$ cat src/design/rv1Pkg.sv
`default_nettype none

package rv1Pkg;

    localparam int XLEN = 32;
    localparam logic [XLEN-1:0] RESET_PC = '0;

    // major opcodes, instruction bits [6:0]
    localparam logic [6:0] OP     = 7'b0110011;
    localparam logic [6:0] OPIMM  = 7'b0010011;
    localparam logic [6:0] LUI    = 7'b0110111;
    localparam logic [6:0] AUIPC  = 7'b0010111;
    localparam logic [6:0] LOAD   = 7'b0000011;
    localparam logic [6:0] STORE  = 7'b0100011;
    localparam logic [6:0] BRANCH = 7'b1100011;
    localparam logic [6:0] JAL    = 7'b1101111;
    localparam logic [6:0] JALR   = 7'b1100111;

    // funct3 for OP and OP-IMM
    localparam logic [2:0] F3_ADD  = 3'b000;
    localparam logic [2:0] F3_SLL  = 3'b001;
    localparam logic [2:0] F3_SLT  = 3'b010;
    localparam logic [2:0] F3_SLTU = 3'b011;
    localparam logic [2:0] F3_XOR  = 3'b100;
    localparam logic [2:0] F3_SR   = 3'b101;
    localparam logic [2:0] F3_OR   = 3'b110;
    localparam logic [2:0] F3_AND  = 3'b111;

    // funct3 for branches, word access and jalr
    localparam logic [2:0] F3_BEQ  = 3'b000;
    localparam logic [2:0] F3_BNE  = 3'b001;
    localparam logic [2:0] F3_WORD = 3'b010;
    localparam logic [2:0] F3_JALR = 3'b000;

    // funct7, the alternate form selects SUB and SRA
    localparam logic [6:0] F7_BASE = 7'b0000000;
    localparam logic [6:0] F7_ALT  = 7'b0100000;

    typedef enum logic [3:0] {
        ALU_ADD, ALU_SUB, ALU_AND, ALU_OR, ALU_XOR,
        ALU_SLL, ALU_SRL, ALU_SRA, ALU_SLT, ALU_SLTU
    } aluOpT;

    typedef enum logic [1:0] {PC_PLUS4, PC_BRANCH, PC_JUMP, PC_JUMPREG} pcSelT;
    typedef enum logic {OP1_RS1, OP1_PC} op1SelT;
    typedef enum logic {OP2_RS2, OP2_IMM} op2SelT;

    // imm writeback carries the lui value past the ALU
    typedef enum logic [1:0] {WB_ALU, WB_MEM, WB_PC4, WB_IMM} wbSelT;

    typedef enum logic [2:0] {IMM_I, IMM_S, IMM_U, IMM_B, IMM_J} immFmtT;

    typedef struct packed {
        pcSelT  pcSel;
        op1SelT op1Sel;
        op2SelT op2Sel;
        aluOpT  aluOp;
        immFmtT immFmt;
        wbSelT  wbSel;
        logic   regWriteEnable;
        logic   memReadEnable;
        logic   memWriteEnable;
    } ctrlT;

    typedef struct packed {
        logic [XLEN-1:0] value;
        logic [XLEN-1:0] branchTarget;
        logic [XLEN-1:0] jumpTarget;
        logic [XLEN-1:0] jumpRegTarget;
    } immT;

    // falls through to pc + 4 and writes nothing
    localparam ctrlT CTRL_NOP = '{
        pcSel: PC_PLUS4, op1Sel: OP1_RS1, op2Sel: OP2_RS2, aluOp: ALU_ADD,
        immFmt: IMM_I, wbSel: WB_ALU, regWriteEnable: 1'b0,
        memReadEnable: 1'b0, memWriteEnable: 1'b0
    };

endpackage

`default_nettype wire
$ cat src/design/rv1Core.sv
`default_nettype none

module rv1Core import rv1Pkg::*; (
    input  wire logic            clk,
    input  wire logic            rst,
    // instruction ROM
    output logic [XLEN-1:0]      pc,
    input  wire logic [XLEN-1:0] instruction,
    // data RAM
    output logic [XLEN-1:0]      dataAddr,
    output logic                 memReadEnable,
    output logic                 memWriteEnable,
    output logic [XLEN-1:0]      writeData,
    input  wire logic [XLEN-1:0] readData,
    // register debug port
    input  wire logic [4:0]      debugAddr,
    output logic [XLEN-1:0]      debugData
);

    ctrlT            ctrl;
    immT             imm;
    logic            branchEqual;
    logic [XLEN-1:0] pcPlus4;
    logic [XLEN-1:0] nextPc;
    logic [XLEN-1:0] rs1Data;
    logic [XLEN-1:0] rs2Data;
    logic [XLEN-1:0] aluLeft;
    logic [XLEN-1:0] aluRight;
    logic [XLEN-1:0] aluResult;
    logic [XLEN-1:0] wbData;
    logic            regWriteEnable;

    // pc register and next-pc select
    assign pcPlus4 = pc + 32'd4;

    always_comb begin
        case (ctrl.pcSel)
            PC_BRANCH:  nextPc = imm.branchTarget;
            PC_JUMP:    nextPc = imm.jumpTarget;
            PC_JUMPREG: nextPc = imm.jumpRegTarget;
            default:    nextPc = pcPlus4;
        endcase
    end

    always_ff @(posedge clk) begin
        if (rst) begin
            pc <= RESET_PC;
        end else begin
            pc <= nextPc;
        end
    end

    rv1Decoder decoderInst (
        .instruction(instruction),
        .branchEqual(branchEqual),
        .ctrl(ctrl)
    );

    rv1ImmTarget immTargetInst (
        .instruction(instruction),
        .pc(pc),
        .rs1Data(rs1Data),
        .rs2Data(rs2Data),
        .immFmt(ctrl.immFmt),
        .imm(imm),
        .branchEqual(branchEqual)
    );

    rv1RegFile regFileInst (
        .clk(clk),
        .rst(rst),
        .readAddr1(instruction[19:15]),
        .readAddr2(instruction[24:20]),
        .writeAddr(instruction[11:7]),
        .writeData(wbData),
        .writeEnable(regWriteEnable),
        .readData1(rs1Data),
        .readData2(rs2Data),
        .debugAddr(debugAddr),
        .debugData(debugData)
    );

    // operand select, pc on the left only for auipc
    assign aluLeft  = (ctrl.op1Sel == OP1_PC) ? pc : rs1Data;
    assign aluRight = (ctrl.op2Sel == OP2_IMM) ? imm.value : rs2Data;

    rv1Alu aluInst (
        .aluOp(ctrl.aluOp),
        .leftOperand(aluLeft),
        .rightOperand(aluRight),
        .result(aluResult)
    );

    always_comb begin
        case (ctrl.wbSel)
            WB_MEM:  wbData = readData;
            WB_PC4:  wbData = pcPlus4;
            WB_IMM:  wbData = imm.value;
            default: wbData = aluResult;
        endcase
    end

    // nothing gets written while in reset
    assign regWriteEnable = ctrl.regWriteEnable && !rst;
    assign memReadEnable  = ctrl.memReadEnable && !rst;
    assign memWriteEnable = ctrl.memWriteEnable && !rst;

    assign dataAddr  = aluResult;
    assign writeData = rs2Data;

    // every target the core can take keeps the pc on a word boundary
    assert property (@(posedge clk) disable iff (rst) pc[1:0] == 2'b00)
        else $error("pc misaligned: %h", pc);

endmodule

`default_nettype wire

$ cat src/design/rv1ImmTarget.sv
`default_nettype none

module rv1ImmTarget import rv1Pkg::*; (
    input  wire logic [XLEN-1:0] instruction,
    input  wire logic [XLEN-1:0] pc,
    input  wire logic [XLEN-1:0] rs1Data,
    input  wire logic [XLEN-1:0] rs2Data,
    input  wire immFmtT          immFmt,
    output immT                  imm,
    output logic                 branchEqual
);

    logic [XLEN-1:0] iImm;
    logic [XLEN-1:0] sImm;
    logic [XLEN-1:0] bImm;
    logic [XLEN-1:0] uImm;
    logic [XLEN-1:0] jImm;
    logic [XLEN-1:0] selectedImm;
    logic [XLEN-1:0] jumpRegSum;

    // sign bit is always instruction[31]
    assign iImm = {{20{instruction[31]}}, instruction[31:20]};
    assign sImm = {{20{instruction[31]}}, instruction[31:25], instruction[11:7]};
    assign bImm = {{19{instruction[31]}}, instruction[31], instruction[7],
                   instruction[30:25], instruction[11:8], 1'b0};
    assign uImm = {instruction[31:12], 12'b0};
    assign jImm = {{11{instruction[31]}}, instruction[31], instruction[19:12],
                   instruction[20], instruction[30:21], 1'b0};

    always_comb begin
        case (immFmt)
            IMM_S:   selectedImm = sImm;
            IMM_U:   selectedImm = uImm;
            IMM_B:   selectedImm = bImm;
            IMM_J:   selectedImm = jImm;
            default: selectedImm = iImm;
        endcase
    end

    // jalr drops bit zero of the sum
    assign jumpRegSum = rs1Data + iImm;

    assign imm = '{
        value:         selectedImm,
        branchTarget:  pc + bImm,
        jumpTarget:    pc + jImm,
        jumpRegTarget: {jumpRegSum[XLEN-1:1], 1'b0}
    };

    // kept apart from the immediate path, the decoder reads it back
    assign branchEqual = (rs1Data == rs2Data);

endmodule

`default_nettype wire

$ cat src/design/rv1Alu.sv
`default_nettype none

module rv1Alu import rv1Pkg::*; (
    input  wire aluOpT           aluOp,
    input  wire logic [XLEN-1:0] leftOperand,
    input  wire logic [XLEN-1:0] rightOperand,
    output logic [XLEN-1:0]      result
);

    logic [4:0] shamt;
    logic       lessSigned;
    logic       lessUnsigned;

    // only the low five bits count for shifts
    assign shamt = rightOperand[4:0];

    assign lessSigned   = $signed(leftOperand) < $signed(rightOperand);
    assign lessUnsigned = leftOperand < rightOperand;

    always_comb begin
        case (aluOp)
            ALU_ADD: begin
                result = leftOperand + rightOperand;
            end
            ALU_SUB: begin
                result = leftOperand - rightOperand;
            end
            ALU_AND: begin
                result = leftOperand & rightOperand;
            end
            ALU_OR: begin
                result = leftOperand | rightOperand;
            end
            ALU_XOR: begin
                result = leftOperand ^ rightOperand;
            end
            ALU_SLL: begin
                result = leftOperand << shamt;
            end
            ALU_SRL: begin
                result = leftOperand >> shamt;
            end
            ALU_SRA: begin
                result = $unsigned($signed(leftOperand) >>> shamt);
            end
            ALU_SLT: begin
                result = {{(XLEN-1){1'b0}}, lessSigned};
            end
            ALU_SLTU: begin
                result = {{(XLEN-1){1'b0}}, lessUnsigned};
            end
            default: begin
                result = '0;
            end
        endcase
    end

endmodule

`default_nettype wire

$ cat src/design/rv1RegFile.sv
`default_nettype none

module rv1RegFile import rv1Pkg::*; (
    input  wire logic            clk,
    input  wire logic            rst,
    input  wire logic [4:0]      readAddr1,
    input  wire logic [4:0]      readAddr2,
    input  wire logic [4:0]      writeAddr,
    input  wire logic [XLEN-1:0] writeData,
    input  wire logic            writeEnable,
    output logic [XLEN-1:0]      readData1,
    output logic [XLEN-1:0]      readData2,
    input  wire logic [4:0]      debugAddr,
    output logic [XLEN-1:0]      debugData
);

    // x0 keeps a slot that reset clears and writes skip
    logic [XLEN-1:0] regs [32];

    always_ff @(posedge clk) begin
        if (rst) begin
            for (int i = 0; i < 32; i++) begin
                regs[i] <= '0;
            end
        end else if (writeEnable && writeAddr != 5'd0) begin
            regs[writeAddr] <= writeData;
        end
    end

    // reads are combinational, a write shows up next cycle
    assign readData1 = regs[readAddr1];
    assign readData2 = regs[readAddr2];
    assign debugData = regs[debugAddr];

    // x0 stays zero on all three ports, across any writes aimed at it
    assert property (@(posedge clk) disable iff (rst)
        (readAddr1 != 5'd0 || readData1 == '0) &&
        (readAddr2 != 5'd0 || readData2 == '0) &&
        (debugAddr != 5'd0 || debugData == '0))
        else $error("x0 read nonzero: %h %h %h", readData1, readData2, debugData);

endmodule

`default_nettype wire

$ cat src/design/rv1Decoder.sv
`default_nettype none

module rv1Decoder import rv1Pkg::*; (
    input  wire logic [XLEN-1:0] instruction,
    input  wire logic            branchEqual,
    output ctrlT                 ctrl
);

    logic [6:0] opcode;
    logic [2:0] funct3;
    logic [6:0] funct7;
    logic       opValid;
    logic       opImmValid;
    logic       branchTaken;

    assign opcode = instruction[6:0];
    assign funct3 = instruction[14:12];
    assign funct7 = instruction[31:25];

    // shared by OP and OP-IMM, alt picks SUB or SRA
    function automatic aluOpT aluFromFunct3(input logic [2:0] f3, input logic alt);
        aluOpT op;
        case (f3)
            F3_ADD:  op = alt ? ALU_SUB : ALU_ADD;
            F3_SLL:  op = ALU_SLL;
            F3_SLT:  op = ALU_SLT;
            F3_SLTU: op = ALU_SLTU;
            F3_XOR:  op = ALU_XOR;
            F3_SR:   op = alt ? ALU_SRA : ALU_SRL;
            F3_OR:   op = ALU_OR;
            default: op = ALU_AND;
        endcase
        return op;
    endfunction

    // alternate funct7 only legal for sub and sra
    assign opValid = (funct7 == F7_BASE) ||
                     ((funct7 == F7_ALT) && (funct3 == F3_ADD || funct3 == F3_SR));

    // immediates free except on shifts, where the upper bits are funct7
    assign opImmValid = (funct3 == F3_SLL) ? (funct7 == F7_BASE) :
                        (funct3 == F3_SR)  ? (funct7 == F7_BASE || funct7 == F7_ALT) :
                        1'b1;

    assign branchTaken = ((funct3 == F3_BEQ) && branchEqual) ||
                         ((funct3 == F3_BNE) && !branchEqual);

    always_comb begin
        ctrl = CTRL_NOP;
        case (opcode)
            OP: begin
                if (opValid) begin
                    ctrl.aluOp = aluFromFunct3(funct3, funct7 == F7_ALT);
                    ctrl.regWriteEnable = 1'b1;
                end
            end
            OPIMM: begin
                if (opImmValid) begin
                    ctrl.aluOp = aluFromFunct3(funct3, funct3 == F3_SR && funct7 == F7_ALT);
                    ctrl.op2Sel = OP2_IMM;
                    ctrl.regWriteEnable = 1'b1;
                end
            end
            LUI: begin
                ctrl.immFmt = IMM_U;
                ctrl.wbSel = WB_IMM;
                ctrl.regWriteEnable = 1'b1;
            end
            AUIPC: begin
                ctrl.immFmt = IMM_U;
                ctrl.op1Sel = OP1_PC;
                ctrl.op2Sel = OP2_IMM;
                ctrl.regWriteEnable = 1'b1;
            end
            LOAD: begin
                if (funct3 == F3_WORD) begin
                    ctrl.op2Sel = OP2_IMM;
                    ctrl.wbSel = WB_MEM;
                    ctrl.memReadEnable = 1'b1;
                    ctrl.regWriteEnable = 1'b1;
                end
            end
            STORE: begin
                if (funct3 == F3_WORD) begin
                    ctrl.immFmt = IMM_S;
                    ctrl.op2Sel = OP2_IMM;
                    ctrl.memWriteEnable = 1'b1;
                end
            end
            BRANCH: begin
                ctrl.immFmt = IMM_B;
                if (branchTaken) begin
                    ctrl.pcSel = PC_BRANCH;
                end
            end
            JAL: begin
                ctrl.immFmt = IMM_J;
                ctrl.pcSel = PC_JUMP;
                ctrl.wbSel = WB_PC4;
                ctrl.regWriteEnable = 1'b1;
            end
            JALR: begin
                if (funct3 == F3_JALR) begin
                    ctrl.pcSel = PC_JUMPREG;
                    ctrl.wbSel = WB_PC4;
                    ctrl.regWriteEnable = 1'b1;
                end
            end
            default: begin
                ctrl = CTRL_NOP;
            end
        endcase
    end

    // one data memory access per instruction at most
    always_comb begin
        assert (!(ctrl.memReadEnable && ctrl.memWriteEnable))
            else $error("memReadEnable and memWriteEnable both high, instruction %h",
                        instruction);
    end

endmodule

`default_nettype wire

$ cat config.mk
export PLATFORM = sky130hd
export DESIGN_NAME = rv1Core
export DESIGN_NICKNAME = d
export VERILOG_FILES = /design/src/design/rv1Pkg.sv /design/src/design/rv1Core.sv /design/src/design/rv1ImmTarget.sv /design/src/design/rv1Alu.sv /design/src/design/rv1RegFile.sv /design/src/design/rv1Decoder.sv
export SDC_FILE = /design/constraint.sdc
export NUM_CORES = 2
export LEC_CHECK = 0
export BUFFER_PORTS_ARGS = -buffer_cell sky130_fd_sc_hd__buf_2
export CAP_MARGIN = 20
export CORE_MARGIN = 2
export CORE_UTILIZATION = 40
export CTS_CLUSTER_DIAMETER = 30
export DETAILED_ROUTE_END_ITERATION = 8
export PLACE_DENSITY = 0.56
export RECOVER_POWER = 100
export SLEW_MARGIN = 15
export SYNTH_ARGS = -nofsm -noshare
export SYNTH_HDL_FRONTEND = slang
export SYNTH_SLANG_ARGS = --single-unit
$ cat constraint.sdc
create_clock -name clk -period 12.8 [get_ports clk]
set_input_delay 2.56 -clock clk [delete_from_list [all_inputs] [get_ports clk]]
set_output_delay 2.56 -clock clk [all_outputs]
set_load 0.05 [all_outputs]
==> flow_summary.json <==
{
  "status": "finished, violations left",
  "violations": "capacitance limit, slew limit, setup timing",
  "layout_setup_ws_ns": -0.520,
  "syn_area_mm2": 0.0765,
  "antenna_found_initial": 21,
  "area_growth_pct": 17.2,
  "nets": 6949,
  "met2WireLength_um": 158000,
  "ys_seq_area_frac": 0.410,
  "finalHoldViolCount": 0,
  "path_class": "in -> reg",
  "chipWidth_um": 441,
  "grt_pass1_vias": 63105,
  "tightestPinTransition_ns": 5.97,
  "m1WireLength_um": 136000,
  "cp-end-kind": "flip-flop",
  "relSlewSlack": -2.98,
  "critical_path_arrival_ns": 13.03,
  "wl_met3_um": 48600,
  "cts_setup_buffers": 0,
  "max_freq_mhz": 75.1,
  "ctsResizeCount": 0,
  "synth_cells": 6536,
  "ys_ff_latch": 1055,
  "fp.dieH_um": 441,
  "io_pins": 201,
  "dieArea_mm2": 0.195,
  "fillerInstances": 17045,
  "finalSetupTns_ns": -54.80,
  "gp_congestion": 1.05,
  "vdd_drop_max_uv": 107,
  "leakagePower_uw": 0.0342,
  "cts_hold_buffers": 0,
  "finalInstanceArea_mm2": 0.0896,
  "port_buffers": 199,
  "cts_tree": "built",
  "grt_start_max_net_pins": 115,
  "vias": 65730,
  "wl_um": 372000,
  "ys_warn_count": 0,
  "cts_buffer_depth": 4,
  "layout_commonest_cell": "nor2_1",
  "drt_iter0_drc": 10690,
  "post_drt_wl_per_cell_um": 39.4,
  "drv_cap": 77,
  "rsz0062_at_grt": "false",
  "fin_crit_sh": 1.04,
  "hold_path.class": "reg -> reg",
  "ys.flop_type": "edfxtp_1",
  "fin_skew_ns": 0.107,
  "drtAntennaViolNets": 0,
  "viasPerCell": 6.96,
  "dpl_cell_area_mm2": 0.0805,
  "grt_use_total": 0.374,
  "drc": 0,
  "cts_root_buf": "clkbuf_16",
  "globalRoute.totalOverflow": 0,
  "layout_common_cells": "nor2_1, edfxtp_1, mux2i_1",
  "firstDrtPassIters": 6,
  "required_ns": 12.51,
  "hold-worst-slack_ns": 0.697,
  "cts-htree-levels": 5,
  "hold_path_depth": 2,
  "rows": 160,
  "rr_worst_depth": 26,
  "critPathMaxFanout": 61,
  "clock_latency_ns": 0.95,
  "coreArea_mm2": 0.190,
  "synthArstFlopShare": 0,
  "cp-start-kind": "input port",
  "avgSynthCellArea_um2": 11.7,
  "clock_sink_count": 1055,
  "drive_above_1_share": 0.224,
  "dp_slack_ns": 0.606,
  "top_layer_used": "met5",
  "dp_hpwl_um": 236000,
  "synth_cell_types": 102,
  "setup_violations": 179,
  "cts.clk_slew.worst_paths_ns": 0.04,
  "synth_enable_flop_cells": 1024,
  "numCtsBuffers": 293,
  "grt_pass1_wl_um": 507000,
  "p_per_area_mw_per_mm2": 172,
  "period_minus_slack_ns": 13.32,
  "drv_slew": 2447,
  "start_util": 0.403,
  "utilization": 0.472
}
per-stage QoR:
| stage | instances | total power [uW] |
|---|---|---|
| after floorplan | 6568 | 6560 |
| after CTS | 9429 | 15400 |
| after detailed placement | 8928 | 8080 |
| after global routing | 9433 | 15800 |
| after global placement | 8928 | 8080 |
| final | 9438 | 15500 |
Yosys cell counts (all sizes together), types with 19 or more instances:
cell	instances	area, um2
clkbuf	332	1250
a21o	78	586
nand2	251	947
nand2b	52	325
a22oi	280	2110
o21a	21	159
nand4	19	119
and3	23	144
mux2	67	754
buf	291	1900
xnor2	89	780
nor3	179	901
and2	19	119
a211oi	39	293
a221oi	63	564
ha	162	2030
nor4	50	432
edfxtp	1024	30700
a21oi	305	1530
o211ai	29	218
o221ai	30	263
nand3	59	300
xor2	44	385
mux2i	724	7290
o21ai	109	549
inv	137	514
o22ai	22	138
dfxtp	31	621
nor2	1097	4120
o21bai	26	195
mux4	623	14000
critical path, stage by stage:
cell and delay, ns:
clkbuf_1 3.99, a21oi_1 0.79, nor4b_1 0.46, clkbuf_1 0.27, nand2_1 0.75, clkbuf_1 1.19
nand2b_1 2.76
flip-flops by register name, summed over array words and instances (netlist names):
signal            count
regFileInst.regs   1024
pc                   31
worst paths after layout:
path	from	slack, ns	end
min	pc[1]$_SDFFE_PP0N_	0.70	pc[1]$_SDFFE_PP0N_
min reg2reg	pc[1]$_SDFFE_PP0N_	0.70	pc[1]$_SDFFE_PP0N_
max reg2reg	regFileInst.regs[16][21]$_SDFFCE_PN0P_	3.71	pc[31]$_SDFF_PP0_
max	rst	-0.52	regFileInst.regs[4][0]$_SDFFCE_PN0P_
cell families (layout without fill, tap and decap cells):
| group | after synthesis | in the layout | synth area share |
|---|---|---|---|
| compound gates | 1170 | 1170 | 0.106 |
| xor+xnor | 133 | 133 | 0.0152 |
| fa+ha+maj | 166 | 166 | 0.0276 |
| buf+inv | 765 | 1115 | 0.0482 |
| flops | 1055 | 1055 | 0.410 |
| mux | 1414 | 1414 | 0.289 |
| other cells | 1 | 42 | 0.0000490 |
| simple gates | 1832 | 1832 | 0.105 |
metal layers:
layer	vias up	GRT usage
met3	1262	0.104
met1	33157	0.489
met4	8	0.244
met5	-	0
li1	25799	-
met2	5504	0.544
power breakdown:
| part | internal (uW) | switching [uW] |
|---|---|---|
| Clock | 5170 | 2190 |
| Combinational | 1110 | 2960 |
| Sequential | 3930 | 99.1 |
final cells by class:
type                    count  area [um2]  share of cell area
multi-input cells        4748       41800               0.467
flip-flops and latches   1055       31400               0.350
clock buffers             338        7700              0.0859
well taps                2511        3140              0.0351
repair buffers            472        2910              0.0325
clock inverters           163        2080              0.0233
inverters                 142         534             0.00596
diodes                      9        22.5            0.000251
Power figures use the tool's default switching activity.
